`src/spmm_pkg.sv`:
```
package spmm_pkg;

  // datapath widths
  localparam int DATA_W     = 8;
  localparam int ACC_W      = 20;
  localparam int COL_IDX_W  = 5;
  localparam int NNZ_ADDR_W = 7;
  localparam int ROW_LEN_W  = 4;
  localparam int NUM_NODE_W = 4;
  localparam int ROW_ADDR_W = 5;

  // defaults for the top-level parameters
  localparam int DEF_NUM_COLS = 4;
  localparam int DEF_WH_DEPTH = 8;

  // load data holds a full W row at 32 columns
  localparam int MAX_COLS    = 32;
  localparam int LOAD_DATA_W = MAX_COLS * DATA_W;

  typedef struct packed {
    logic [ROW_LEN_W-1:0]  row_len;
    logic [NUM_NODE_W-1:0] num_nodes;
    logic                  src_flag;
  } node_info_t;

  typedef enum logic [1:0] {
    MEM_COL_IDX,
    MEM_VALUE,
    MEM_NODE_INFO,
    MEM_WEIGHT
  } mem_sel_e;

  typedef struct packed {
    logic                   we;
    mem_sel_e               sel;
    logic [NNZ_ADDR_W-1:0]  addr;
    logic [LOAD_DATA_W-1:0] data;
  } load_req_t;

  typedef enum logic [1:0] {S_IDLE, S_ISSUE, S_DRAIN} ctrl_state_e;

endpackage

```
`src/spmm_ram.sv`:
```
module spmm_ram #(
  parameter int  DEPTH = 32,
  parameter int  WIDTH = 8,
  localparam int AW    = (DEPTH > 1) ? $clog2(DEPTH) : 1
) (
  input  logic             clk,
  input  logic             we_i,
  input  logic [AW-1:0]    waddr_i,
  input  logic [WIDTH-1:0] wdata_i,
  input  logic [AW-1:0]    raddr_a_i,
  input  logic [AW-1:0]    raddr_b_i,
  output logic [WIDTH-1:0] rdata_a_o,
  output logic [WIDTH-1:0] rdata_b_o
);

  logic [WIDTH-1:0] mem [DEPTH];

  always_ff @(posedge clk) begin
    if (we_i) begin
      mem[waddr_i] <= wdata_i;
    end
  end

  // both read ports registered, old data on a same-address write
  always_ff @(posedge clk) begin
    rdata_a_o <= mem[raddr_a_i];
    rdata_b_o <= mem[raddr_b_i];
  end

endmodule

```
`src/node_info_fifo.sv`:
```
module node_info_fifo import spmm_pkg::*; #(
  parameter int  FIFO_DEPTH = 8,
  localparam int PTR_W      = (FIFO_DEPTH > 1) ? $clog2(FIFO_DEPTH) : 1,
  localparam int CNT_W      = $clog2(FIFO_DEPTH + 1)
) (
  input  logic       clk,
  input  logic       rst_n,
  input  logic       push_i,
  input  node_info_t push_data_i,
  input  logic       pop_i,
  output node_info_t head_o,
  output logic       empty_o,
  output logic       full_o
);

  node_info_t       mem [FIFO_DEPTH];
  logic [PTR_W-1:0] wr_ptr;
  logic [PTR_W-1:0] rd_ptr;
  logic [CNT_W-1:0] count;
  logic             do_push;
  logic             do_pop;

  function automatic logic [PTR_W-1:0] ptr_inc(input logic [PTR_W-1:0] p);
    return (p == PTR_W'(FIFO_DEPTH - 1)) ? '0 : p + 1'b1;
  endfunction

  assign empty_o = (count == '0);
  assign full_o  = (count == CNT_W'(FIFO_DEPTH));
  assign do_push = push_i && !full_o;
  assign do_pop  = pop_i && !empty_o;

  // head visible without read delay
  assign head_o = mem[rd_ptr];

  always_ff @(posedge clk) begin
    if (!rst_n) begin
      wr_ptr <= '0;
      rd_ptr <= '0;
      count  <= '0;
    end else begin
      if (do_push) begin
        wr_ptr <= ptr_inc(wr_ptr);
      end
      if (do_pop) begin
        rd_ptr <= ptr_inc(rd_ptr);
      end
      if (do_push && !do_pop) begin
        count <= count + 1'b1;
      end else if (do_pop && !do_push) begin
        count <= count - 1'b1;
      end
    end
  end

  always_ff @(posedge clk) begin
    if (do_push) begin
      mem[wr_ptr] <= push_data_i;
    end
  end

endmodule

```
`src/sp_pe.sv`:
```
module sp_pe import spmm_pkg::*; (
  input  logic                     clk,
  input  logic                     rst_n,
  input  logic                     valid_i,
  input  logic                     last_i,
  input  logic signed [DATA_W-1:0] value_i,
  input  logic signed [DATA_W-1:0] weight_i,
  output logic signed [ACC_W-1:0]  result_o,
  output logic                     done_o
);

  localparam int PROD_W = 2 * DATA_W;

  logic signed [PROD_W-1:0] prod;
  logic signed [ACC_W-1:0]  prod_ext;
  logic signed [ACC_W-1:0]  acc;
  logic signed [ACC_W-1:0]  sum;

  assign prod     = value_i * weight_i;
  assign prod_ext = {{(ACC_W - PROD_W){prod[PROD_W-1]}}, prod};
  assign sum      = acc + prod_ext;

  // acc restarts at zero after last, so rows can follow back to back
  always_ff @(posedge clk) begin
    if (!rst_n) begin
      acc    <= '0;
      done_o <= 1'b0;
    end else begin
      done_o <= valid_i && last_i;
      if (valid_i) begin
        if (last_i) begin
          acc <= '0;
        end else begin
          acc <= sum;
        end
      end
    end
  end

  // row result held until the next row ends
  always_ff @(posedge clk) begin
    if (valid_i && last_i) begin
      result_o <= sum;
    end
  end

endmodule

```
`src/spmm_ctrl.sv`:
```
module spmm_ctrl import spmm_pkg::*; #(
  parameter int  NUM_COLS   = DEF_NUM_COLS,
  parameter int  WH_DEPTH   = DEF_WH_DEPTH,
  parameter int  FIFO_DEPTH = 8,
  localparam int WH_ADDR_W  = (WH_DEPTH > 1) ? $clog2(WH_DEPTH) : 1,
  localparam int WH_W       = NUM_COLS * ACC_W + NUM_NODE_W + 1
) (
  input  logic                         clk,
  input  logic                         rst_n,
  input  logic                         start_i,
  input  logic [ROW_ADDR_W-1:0]        num_rows_i,
  input  node_info_t                   node_info_i,
  input  node_info_t                   node_info_nxt_i,
  output logic [NNZ_ADDR_W-1:0]        nnz_addr_o,
  output logic [ROW_ADDR_W-1:0]        node_addr_o,
  output logic [ROW_ADDR_W-1:0]        node_addr_nxt_o,
  input  logic signed [DATA_W-1:0]     value_i,
  input  logic [NUM_COLS*DATA_W-1:0]   weight_row_i,
  output logic                         busy_o,
  output logic                         done_o,
  output logic                         wh_we_o,
  output logic [WH_ADDR_W-1:0]         wh_addr_o,
  output logic [WH_W-1:0]              wh_data_o
);

  ctrl_state_e                state;
  logic [ROW_ADDR_W-1:0]      num_rows_q;
  logic [ROW_ADDR_W-1:0]      row_addr;
  logic [ROW_LEN_W-1:0]       nnz_cnt;
  logic                       adv_q;
  node_info_t                 cur_info;
  logic                       first_nnz;
  logic                       last_nnz;
  logic                       last_row;
  logic                       issue;
  logic                       fifo_push;
  logic                       fifo_pop;
  logic                       fifo_empty;
  logic                       fifo_full;
  node_info_t                 fifo_head;
  logic                       issue_q;
  logic                       last_q;
  logic                       pe_valid;
  logic                       pe_last;
  logic signed [DATA_W-1:0]   value_q;
  logic [NUM_COLS-1:0]        pe_done;
  logic signed [ACC_W-1:0]    result [NUM_COLS];
  logic [NUM_COLS*ACC_W-1:0]  result_cat;

  // right after a row change the main port still shows the old row
  assign cur_info  = adv_q ? node_info_nxt_i : node_info_i;
  assign first_nnz = (nnz_cnt == '0);
  assign last_nnz  = (nnz_cnt == cur_info.row_len - 1'b1);
  assign last_row  = (row_addr == num_rows_q - 1'b1);

  // hold a new row while the queue has no room for it
  assign issue     = (state == S_ISSUE) && !(first_nnz && fifo_full);
  assign fifo_push = issue && first_nnz;

  assign node_addr_o     = row_addr;
  assign node_addr_nxt_o = row_addr + 1'b1;
  assign busy_o          = (state != S_IDLE);
  assign done_o          = (state == S_DRAIN) && fifo_empty;

  always_ff @(posedge clk) begin
    if (!rst_n) begin
      state      <= S_IDLE;
      num_rows_q <= '0;
      row_addr   <= '0;
      nnz_cnt    <= '0;
      nnz_addr_o <= '0;
      adv_q      <= 1'b0;
    end else begin
      adv_q <= 1'b0;
      case (state)
        S_IDLE: begin
          if (start_i) begin
            state      <= S_ISSUE;
            num_rows_q <= num_rows_i;
            nnz_cnt    <= '0;
            nnz_addr_o <= '0;
          end
        end
        S_ISSUE: begin
          if (issue) begin
            nnz_addr_o <= nnz_addr_o + 1'b1;
            if (!last_nnz) begin
              nnz_cnt <= nnz_cnt + 1'b1;
            end else begin
              nnz_cnt <= '0;
              if (last_row) begin
                state <= S_DRAIN;
              end else begin
                row_addr <= row_addr + 1'b1;
                adv_q    <= 1'b1;
              end
            end
          end
        end
        S_DRAIN: begin
          // row 0 is presented again while idle
          if (fifo_empty) begin
            state    <= S_IDLE;
            row_addr <= '0;
          end
        end
        default: state <= S_IDLE;
      endcase
    end
  end

  // two cycles to meet the W row behind the column index read
  always_ff @(posedge clk) begin
    if (!rst_n) begin
      issue_q  <= 1'b0;
      last_q   <= 1'b0;
      pe_valid <= 1'b0;
      pe_last  <= 1'b0;
    end else begin
      issue_q  <= issue;
      last_q   <= issue && last_nnz;
      pe_valid <= issue_q;
      pe_last  <= last_q;
    end
  end

  always_ff @(posedge clk) begin
    value_q <= value_i;
  end

  node_info_fifo #(
    .FIFO_DEPTH (FIFO_DEPTH)
  ) u_fifo (
    .clk         (clk),
    .rst_n       (rst_n),
    .push_i      (fifo_push),
    .push_data_i (cur_info),
    .pop_i       (fifo_pop),
    .head_o      (fifo_head),
    .empty_o     (fifo_empty),
    .full_o      (fifo_full)
  );

  for (genvar c = 0; c < NUM_COLS; c++) begin : g_pe
    sp_pe u_pe (
      .clk      (clk),
      .rst_n    (rst_n),
      .valid_i  (pe_valid),
      .last_i   (pe_last),
      .value_i  (value_q),
      .weight_i (weight_row_i[c*DATA_W +: DATA_W]),
      .result_o (result[c]),
      .done_o   (pe_done[c])
    );
    // column 0 ends up in the top bits
    assign result_cat[(NUM_COLS-1-c)*ACC_W +: ACC_W] = result[c];
  end

  assign wh_we_o   = &pe_done;
  assign fifo_pop  = wh_we_o;
  assign wh_data_o = {result_cat, fifo_head.num_nodes, fifo_head.src_flag};

  always_ff @(posedge clk) begin
    if (!rst_n) begin
      wh_addr_o <= '0;
    end else if (wh_we_o) begin
      if (wh_addr_o == WH_ADDR_W'(WH_DEPTH - 1)) begin
        wh_addr_o <= '0;
      end else begin
        wh_addr_o <= wh_addr_o + 1'b1;
      end
    end
  end

endmodule

```
`src/spmm_top.sv`:
```
module spmm_top import spmm_pkg::*; #(
  parameter int  NUM_COLS   = DEF_NUM_COLS,
  parameter int  WH_DEPTH   = DEF_WH_DEPTH,
  parameter int  FIFO_DEPTH = 8,
  localparam int WH_ADDR_W  = (WH_DEPTH > 1) ? $clog2(WH_DEPTH) : 1,
  localparam int WH_W       = NUM_COLS * ACC_W + NUM_NODE_W + 1
) (
  input  logic                  clk,
  input  logic                  rst_n,
  input  load_req_t             load_i,
  input  logic                  start_i,
  input  logic [ROW_ADDR_W-1:0] num_rows_i,
  output logic                  busy_o,
  output logic                  done_o,
  output logic                  wh_we_o,
  output logic [WH_ADDR_W-1:0]  wh_addr_o,
  output logic [WH_W-1:0]       wh_data_o
);

  localparam int INFO_W = $bits(node_info_t);
  localparam int ROW_W  = NUM_COLS * DATA_W;

  logic                     col_we;
  logic                     value_we;
  logic                     info_we;
  logic                     weight_we;
  logic [NNZ_ADDR_W-1:0]    nnz_addr;
  logic [ROW_ADDR_W-1:0]    node_addr;
  logic [ROW_ADDR_W-1:0]    node_addr_nxt;
  logic [COL_IDX_W-1:0]     col_idx;
  logic signed [DATA_W-1:0] value;
  node_info_t               node_info;
  node_info_t               node_info_nxt;
  logic [ROW_W-1:0]         weight_row;

  // load port decode
  assign col_we    = load_i.we && (load_i.sel == MEM_COL_IDX);
  assign value_we  = load_i.we && (load_i.sel == MEM_VALUE);
  assign info_we   = load_i.we && (load_i.sel == MEM_NODE_INFO);
  assign weight_we = load_i.we && (load_i.sel == MEM_WEIGHT);

  spmm_ram #(.DEPTH(2 ** NNZ_ADDR_W), .WIDTH(COL_IDX_W)) u_col_ram (
    .clk (clk), .we_i (col_we), .waddr_i (load_i.addr),
    .wdata_i (load_i.data[COL_IDX_W-1:0]),
    .raddr_a_i (nnz_addr), .raddr_b_i (nnz_addr),
    .rdata_a_o (col_idx), .rdata_b_o ()
  );

  spmm_ram #(.DEPTH(2 ** NNZ_ADDR_W), .WIDTH(DATA_W)) u_value_ram (
    .clk (clk), .we_i (value_we), .waddr_i (load_i.addr),
    .wdata_i (load_i.data[DATA_W-1:0]),
    .raddr_a_i (nnz_addr), .raddr_b_i (nnz_addr),
    .rdata_a_o (value), .rdata_b_o ()
  );

  // port b reads one row ahead
  spmm_ram #(.DEPTH(2 ** ROW_ADDR_W), .WIDTH(INFO_W)) u_info_ram (
    .clk (clk), .we_i (info_we), .waddr_i (load_i.addr[ROW_ADDR_W-1:0]),
    .wdata_i (load_i.data[INFO_W-1:0]),
    .raddr_a_i (node_addr), .raddr_b_i (node_addr_nxt),
    .rdata_a_o (node_info), .rdata_b_o (node_info_nxt)
  );

  // W row addressed straight from the column index output
  spmm_ram #(.DEPTH(2 ** COL_IDX_W), .WIDTH(ROW_W)) u_weight_ram (
    .clk (clk), .we_i (weight_we), .waddr_i (load_i.addr[COL_IDX_W-1:0]),
    .wdata_i (load_i.data[ROW_W-1:0]),
    .raddr_a_i (col_idx), .raddr_b_i (col_idx),
    .rdata_a_o (weight_row), .rdata_b_o ()
  );

  spmm_ctrl #(
    .NUM_COLS   (NUM_COLS),
    .WH_DEPTH   (WH_DEPTH),
    .FIFO_DEPTH (FIFO_DEPTH)
  ) u_ctrl (
    .clk             (clk),
    .rst_n           (rst_n),
    .start_i         (start_i),
    .num_rows_i      (num_rows_i),
    .node_info_i     (node_info),
    .node_info_nxt_i (node_info_nxt),
    .nnz_addr_o      (nnz_addr),
    .node_addr_o     (node_addr),
    .node_addr_nxt_o (node_addr_nxt),
    .value_i         (value),
    .weight_row_i    (weight_row),
    .busy_o          (busy_o),
    .done_o          (done_o),
    .wh_we_o         (wh_we_o),
    .wh_addr_o       (wh_addr_o),
    .wh_data_o       (wh_data_o)
  );

endmodule

```
`config.mk`:
```
export PLATFORM = sky130hd
export DESIGN_NAME = spmm_top
export DESIGN_NICKNAME = d
export VERILOG_FILES = /design/src/spmm_pkg.sv /design/src/spmm_ram.sv /design/src/node_info_fifo.sv /design/src/sp_pe.sv /design/src/spmm_ctrl.sv /design/src/spmm_top.sv
export SDC_FILE = /design/constraint.sdc
export NUM_CORES = 2
export LEC_CHECK = 0
export BUFFER_PORTS_ARGS = -buffer_cell sky130_fd_sc_hd__buf_4
export CAP_MARGIN = 20
export CORE_MARGIN = 8
export CORE_UTILIZATION = 30
export CTS_CLUSTER_DIAMETER = 50
export CTS_CLUSTER_SIZE = 10
export DETAILED_ROUTE_END_ITERATION = 8
export SKIP_CTS_REPAIR_TIMING = 1
export SLEW_MARGIN = 20
export SYNTH_ARGS = -nofsm -noshare
export SYNTH_HDL_FRONTEND = slang
export SYNTH_SLANG_ARGS = --single-unit
```
`constraint.sdc`:
```
create_clock -name clk -period 14.8 [get_ports clk]
set_clock_uncertainty 0.1 [all_clocks]
set_input_delay 0 -clock clk [delete_from_list [all_inputs] [get_ports clk]]
set_output_delay 0 -clock clk [all_outputs]
set_load 0.02 [all_outputs]
```
# Word-level counts from Yosys, hierarchy flattened
# Memory sizes are Yosys's and may differ from the RTL's. A register that Yosys moved wholly into a read port is not among the register bits.
# Cells that the tools add are included.
[totals]
ff_bits = 210
latch_bits = 0
ram_bits = 3048
romBits = 0
in_bits = 274
out_inout_bits = 91
word_cells = 137
mem_count = 5
[classes]
addsub = 14
multipliers = 4
div_mod_pow = 0
n_lt_le_gt_ge = 0
eq_ne = 17
shift = 0
mux = 41
bitwise_logic = 0
reduce_logical = 32
[memory_table]
columns = ["name", "words", "width", "rd", "rd_ports_with_merged_regs", "wr", "line_no", "rtl"]
rows = [
  ["u_value_ram.mem", 128, 8, 1, 1, 1, "spmm_ram.sv:16", "logic [WIDTH-1:0] mem [DEPTH];"],
  ["u_weight_ram.mem", 32, 32, 1, 1, 1, "spmm_ram.sv:16", ""],
  ["u_col_ram.mem", 128, 5, 1, 1, 1, "spmm_ram.sv:16", ""],
  ["u_info_ram.mem", 32, 9, 2, 2, 1, "spmm_ram.sv:16", ""],
  ["u_ctrl.u_fifo.mem", 8, 9, 1, 1, 1, "node_info_fifo.sv:16", "node_info_t mem [FIFO_DEPTH];"],
]
[ops]
columns = ["cell", "count"]
rows = [
  ["$add A20 B16 Y20", 4],
  ["$mux W20", 4],
  ["$mul A8 B8 Y16", 4],
  ["$mux W4", 5],
  ["$mux W5", 4],
  ["$mux W3", 5],
  ["$logic_and A1 B1 Y1", 14],
  ["$mux W7", 2],
  ["$pmux W7 S2", 1],
  ["$mux W1", 11],
  ["$mux W2", 5],
  ["$pmux W5 S2", 1],
  ["$reduce_and A5 Y1", 2],
  ["$add A3 B1 Y3 const B", 3],
  ["$eq A3 B3 Y1 const B", 3],
  ["$mux W9", 1],
  ["$add A4 B1 Y4 const B", 2],
  ["$logic_not A4 Y1", 2],
  ["$ne A2 B1 Y1 const B", 4],
  ["$pmux W4 S2", 1],
  ["$reduce_bool A2 Y1", 4],
  ["$sub A4 B1 Y4 const B", 2],
  ["$add A7 B1 Y7 const B", 1],
  ["$eq A2 B2 Y1 const B", 3],
  ["other kinds (13)", 20],
]

# Depth between registers and ports, before layout
[logic_depth]
word_depth = 10
ltp_mapped = 22
ltp_nobuf = 21

# Hierarchy
# Synthesis repeated with hierarchy kept, for this count alone.
[unflattened]
cells_unflattened = 9838
area_unflattened_um2 = 167544.4
[modules_own_cells]
columns = ["mod", "instances", "cells_per_inst", "area_per_inst_um2", "seq_area_each_um2"]
rows = [
  ["spmm_ram at u_weight_ram", 1, 3450, 50070.5, 32030.7],
  ["spmm_ram at u_value_ram", 1, 2063, 47848.4, 31069.8],
  ["spmm_ram at u_col_ram", 1, 1357, 30161.4, 19418.6],
  ["spmm_ram at u_info_ram", 1, 592, 13704.4, 9008.6],
  ["sp_pe at u_ctrl.g_pe[2].u_pe", 1, 506, 5190.0, 1021.0],
  ["sp_pe at u_ctrl.g_pe[1].u_pe", 1, 498, 5099.9, 1021.0],
  ["sp_pe at u_ctrl.g_pe[0].u_pe", 1, 501, 5023.6, 1021.0],
  ["sp_pe at u_ctrl.g_pe[3].u_pe", 1, 472, 4987.3, 1021.0],
  ["node_info_fifo", 1, 180, 3488.3, 2422.3],
  ["spmm_ctrl", 1, 215, 1933.1, 780.7],
  ["spmm_top", 1, 4, 37.5, 0.0],
]

# Worst setup path before layout
# Ideal clock, no wire load.
[synth_timing]
path_type = "register to register"
from = "reg u_ctrl.value_q[7]"
to = "reg u_ctrl.g_pe[0].u_pe.acc[17]"
setup_time_ps = 117
t_arrival_ps = 5508
required_time_ps = 14583
setup_slack_ps = 9076
stages_incl_launch_ff = 19
n_path_buf = 1
period_less_slack_ps = 5724
path_cell_list = "dfxtp_1 -> clkbuf_1 -> and2_1 -> inv_1 -> fa_1 -> inv_1 -> fa_1 -> fa_1 -> fa_1 -> fa_1 -> ha_1 -> a21o_1 -> a21oi_1 -> o21ai_0 -> and2_1 -> a211oi_1 -> o21ai_0 -> xor2_1 -> a22o_1"
[synth_via]
elab_chain_cells = 3
[synth_lines]
columns = ["item", "line_no", "rtl"]
rows = [
  ["start: declaration", "spmm_ctrl.sv:45", "logic signed [DATA_W-1:0] value_q;"],
  ["start signal: assignment", "spmm_ctrl.sv:128", "value_q <= value_i;"],
  ["$mul A8 B8 Y16", "sp_pe.sv:19", "assign prod = value_i * weight_i;"],
  ["$add A20 B16 Y20", "sp_pe.sv:21", "assign sum = acc + prod_ext;"],
  ["via u_ctrl.g_pe[0].u_pe.sum[17]", "sp_pe.sv:17", "logic signed [ACC_W-1:0] sum;"],
  ["$mux W20", "sp_pe.sv:31", "if (last_i) begin"],
  ["end signal: assignment", "sp_pe.sv:34", "acc <= sum;"],
  ["end: declaration", "sp_pe.sv:16", "logic signed [ACC_W-1:0] acc;"],
]
# The timed path passes the listed nets, and every way through them passes these cells.
# A chain may end at the register's enable or synchronous reset.

# Worst setup path in the final report
[layout_timing]
from = "reg u_ctrl.value_q[7]"
to = "reg u_ctrl.g_pe[3].u_pe.acc[19]"
[layout_via]
elab_chain_cells = 3
[layout_lines]
columns = ["item", "line_no"]
rows = [
  ["$mul A8 B8 Y16", "sp_pe.sv:19"],
  ["$add A20 B16 Y20", "sp_pe.sv:21"],
  ["via u_ctrl.g_pe[3].u_pe.sum[19]", "sp_pe.sv:17"],
  ["$mux W20", "sp_pe.sv:31"],
  ["end signal: assignment", "sp_pe.sv:34"],
  ["end: declaration", "sp_pe.sv:16"],
]
# The timed path passes the listed nets, and every way through them passes these cells.

==> impl_metrics.yaml <==
logic_synthesis:
  ys.flop_type: "edfxtp_1"
  synth_nets: 7977
  yosys.cell_types.count: 59
  syn-cell-area_mm2: 0.141
  avgSynthCellArea_um2: 19.7
  synth_seq_area_share_pct: 68.7
  async_flop_share_pct: 0
  synth_cells: 7151
  synth.yosys.warnings: 0
  ys_seq_elements: 3292
  synth_edf_count: 3096
grt:
  antenna_found_initial: 36
  use_met2_pct: 23.5
  grt_busiest_layer: "met2"
  grt_pass1_vias: 73716
  grt_max_degree: 181
  met3_usage_pct: 2.24
  overflow: 0
  grt_first_pass_wirelength_mm: 518
  grt_use_met1_pct: 19.1
  grtUsageTotal_pct: 14.1
cts:
  tritoncts: "done"
  clock_sinks: 3292
  worstSkewPairLatency_ps: 980
  cts_buffer_depth: 4
  path_clk_slew_ps: 60
  root_buffer: "clkbuf_16"
  cts_inserted_buffers: 395
  htree_levels: 5
critical_path:
  crit_required_ps: 15510
  arrival_ps: 7430
  endpoint_kind: "flip-flop"
  r2r_cells: 18
  path_max_fanout: 24
  crit_path_start_kind: "flip-flop"
  r2r_slack_ps: 8090
  timing.rr.start: "u_ctrl.value_q[7]"
  worstSetupPathType: "flip-flop to flip-flop"
  r2r_end: "u_ctrl.g_pe[3].u_pe.acc[19]"
sta:
  tns_ps: 0
  whs_ps: -10.8
  rsz0062_at_grt: "no"
  worst_pin_slew_ps: 1130
  max_freq_mhz: 149
  period_minus_slack_ps: 6710
  finalSetupViolations: 0
  fin_crit_sh_pct: 45.4
  max_slew_margin_pct: 24.9
  finalHoldViolCount: 50
  finalWorstSetupSlack_ps: 8090
  slew_violations: 0
detailed_routing:
  via_count: 69996
  drt_iter0_drc: 6748
  drc_errors: 0
  wl_per_cell_um: 25.4
  vias_per_cell: 5.00
  ant_nets: 0
  drt_pass1_iterations: 6
  drt-total-wl_mm: 355
cells_and_area:
  fillCellCount: 43087
  seqCellArea_mm2: 0.0969
  final_common_cell: "edfxtp_1"
  area_growth_pct: 15.3
  most-common-layout-cells: "edfxtp_1 (3096), mux4_2 (991), clkbuf_16 (402)"
  multi_input_area_mm2: 0.0415
  drive_gt1_share_pct: 24.4
  postLayoutCoreUtil_pct: 34.8
  fin_nets: 8426
floorplan:
  io_pins: 365
  chipHeight_um: 702
  core_area_mm2: 0.468
  start_util_pct: 30.2
  fp.dieW_um: 702
  dieArea_mm2: 0.492
  rows: 251
status:
  status: "finished, violations left"
  violations: "negative hold slack"
hold_path:
  hp-class: "input pin to flip-flop"
  hold_end: "u_weight_ram.mem[28][30]"
  hp-start: "load_i[30]"
  worst_hold_path.num_cells: 2
pwr:
  power_density_mw_per_mm2: 165
  p_leak_uw: 0.0521
  ir_drop_mv: 0.166
placement:
  dpl_worst_slack_ps: 7960
  port_buffers: 140
  place_congestion: 0.793
  hpwl_mm: 217
flow_run:
  max_cap_viol_count: 0
registers in the layout (all words and copies together), names as in the netlist, 9 cells and up, named ones only:
signal	cells
u_ctrl.g_pe.u_pe.result_o	80
u_info_ram.rdata_b_o	9
u_value_ram.mem	1024
u_ctrl.g_pe.u_pe.acc	80
u_ctrl.u_fifo.mem	40
u_weight_ram.rdata_a_o	32
u_col_ram.mem	640
u_weight_ram.mem	1024
u_info_ram.mem	288
u_info_ram.rdata_a_o	9
critical path, stage by stage, from the launching register on:
cell     delay [ps]
dfxtp_1         510
buf_4           350
and2_1          810
inv_1           130
fa_1            520
inv_1            50
fa_1            480
fa_1            560
fa_1            430
fa_1            380
ha_1            370
a21oi_1         150
nand2_1          80
o21ai_0         460
o21ai_0         290
a41oi_1         400
a21oi_1         150
xnor2_1         180
a22o_1          200
cells in the mapped netlist (27+ instances only):
master	instances	area, µm²
inv_1	384	1440
dfxtp_1	196	3920
buf_2	85	425
ha_1	199	2490
mux4_2	991	22300
a21oi_1	56	280
clkbuf_1	185	694
nor2_1	429	1610
a22o_1	35	307
nand3_1	28	140
buf_1	50	188
xnor2_1	83	727
nor2b_1	75	469
and2_1	153	957
a22oi_1	51	383
nand2_1	226	848
fa_1	353	7070
mux2_2	64	721
o21ai_0	39	195
xor2_1	27	236
mux2i_1	57	571
edfxtp_1	3096	93000
kinds of logic after synthesis:
family / count (synthesis) / synth area share (%)
AO/OA/AOI/OAI: 339 / 1.67
XOR/XNOR: 110 / 0.683
adder cells (fa/ha/maj): 552 / 6.78
buffers and inverters: 736 / 2.12
flip-flops: 3292 / 68.7
multiplexers: 1112 / 16.7
AND/OR/NAND/NOR: 1010 / 3.29
power by group:
| part | internal [µW] | switching, µW |
|---|---|---|
| Clock | 5190 | 3650 |
| Combinational | 2990 | 4320 |
| Sequential | 10600 | 117 |
worst max path at each step:
stage                           start                     endpoint  slack, ps  cells past startpoint
CTS                 u_ctrl.value_q[7]  u_ctrl.g_pe[3].u_pe.acc[19]       7950                     18
detailed placement  u_ctrl.value_q[7]  u_ctrl.g_pe[3].u_pe.acc[19]       7960                     18
global route        u_ctrl.value_q[7]  u_ctrl.g_pe[2].u_pe.acc[19]       7520                     18
global placement    u_ctrl.value_q[7]  u_ctrl.g_pe[3].u_pe.acc[19]       7920                     18
floorplan           u_ctrl.value_q[7]  u_ctrl.g_pe[0].u_pe.acc[17]       9080                     18
finish              u_ctrl.value_q[7]  u_ctrl.g_pe[3].u_pe.acc[19]       8090                     18
layout make-up:
type | count | share of cell area [%]
Inverter | 389 | 0.899
Sequential cell | 3292 | 59.6
Clock inverter | 62 | 0.584
Clock buffer | 542 | 6.57
Tap cell | 6198 | 4.77
Timing Repair Buffer | 399 | 2.07
Antenna cell | 4 | 0.00615
Multi-Input combinational cell | 3123 | 25.5
metrics by stage:
step / std cells / total power [µW] / instance area (µm²)
finish: 14009 / 26900 / 163000
global route: 14006 / 28400 / 163000
CTS: 13916 / 27200 / 162000
detailed placement: 13312 / 18200 / 150000
global placement: 13312 / 18100 / 150000
floorplan: 7151 / 16100 / 141000
layer usage:
layer	vias up	wire length, µm
li1	29103	-
met1	37751	149000
met5	-	135
met3	573	22700
met2	2549	174000
met4	20	9810
No activity file was read; power rests on OpenSTA's default activity.
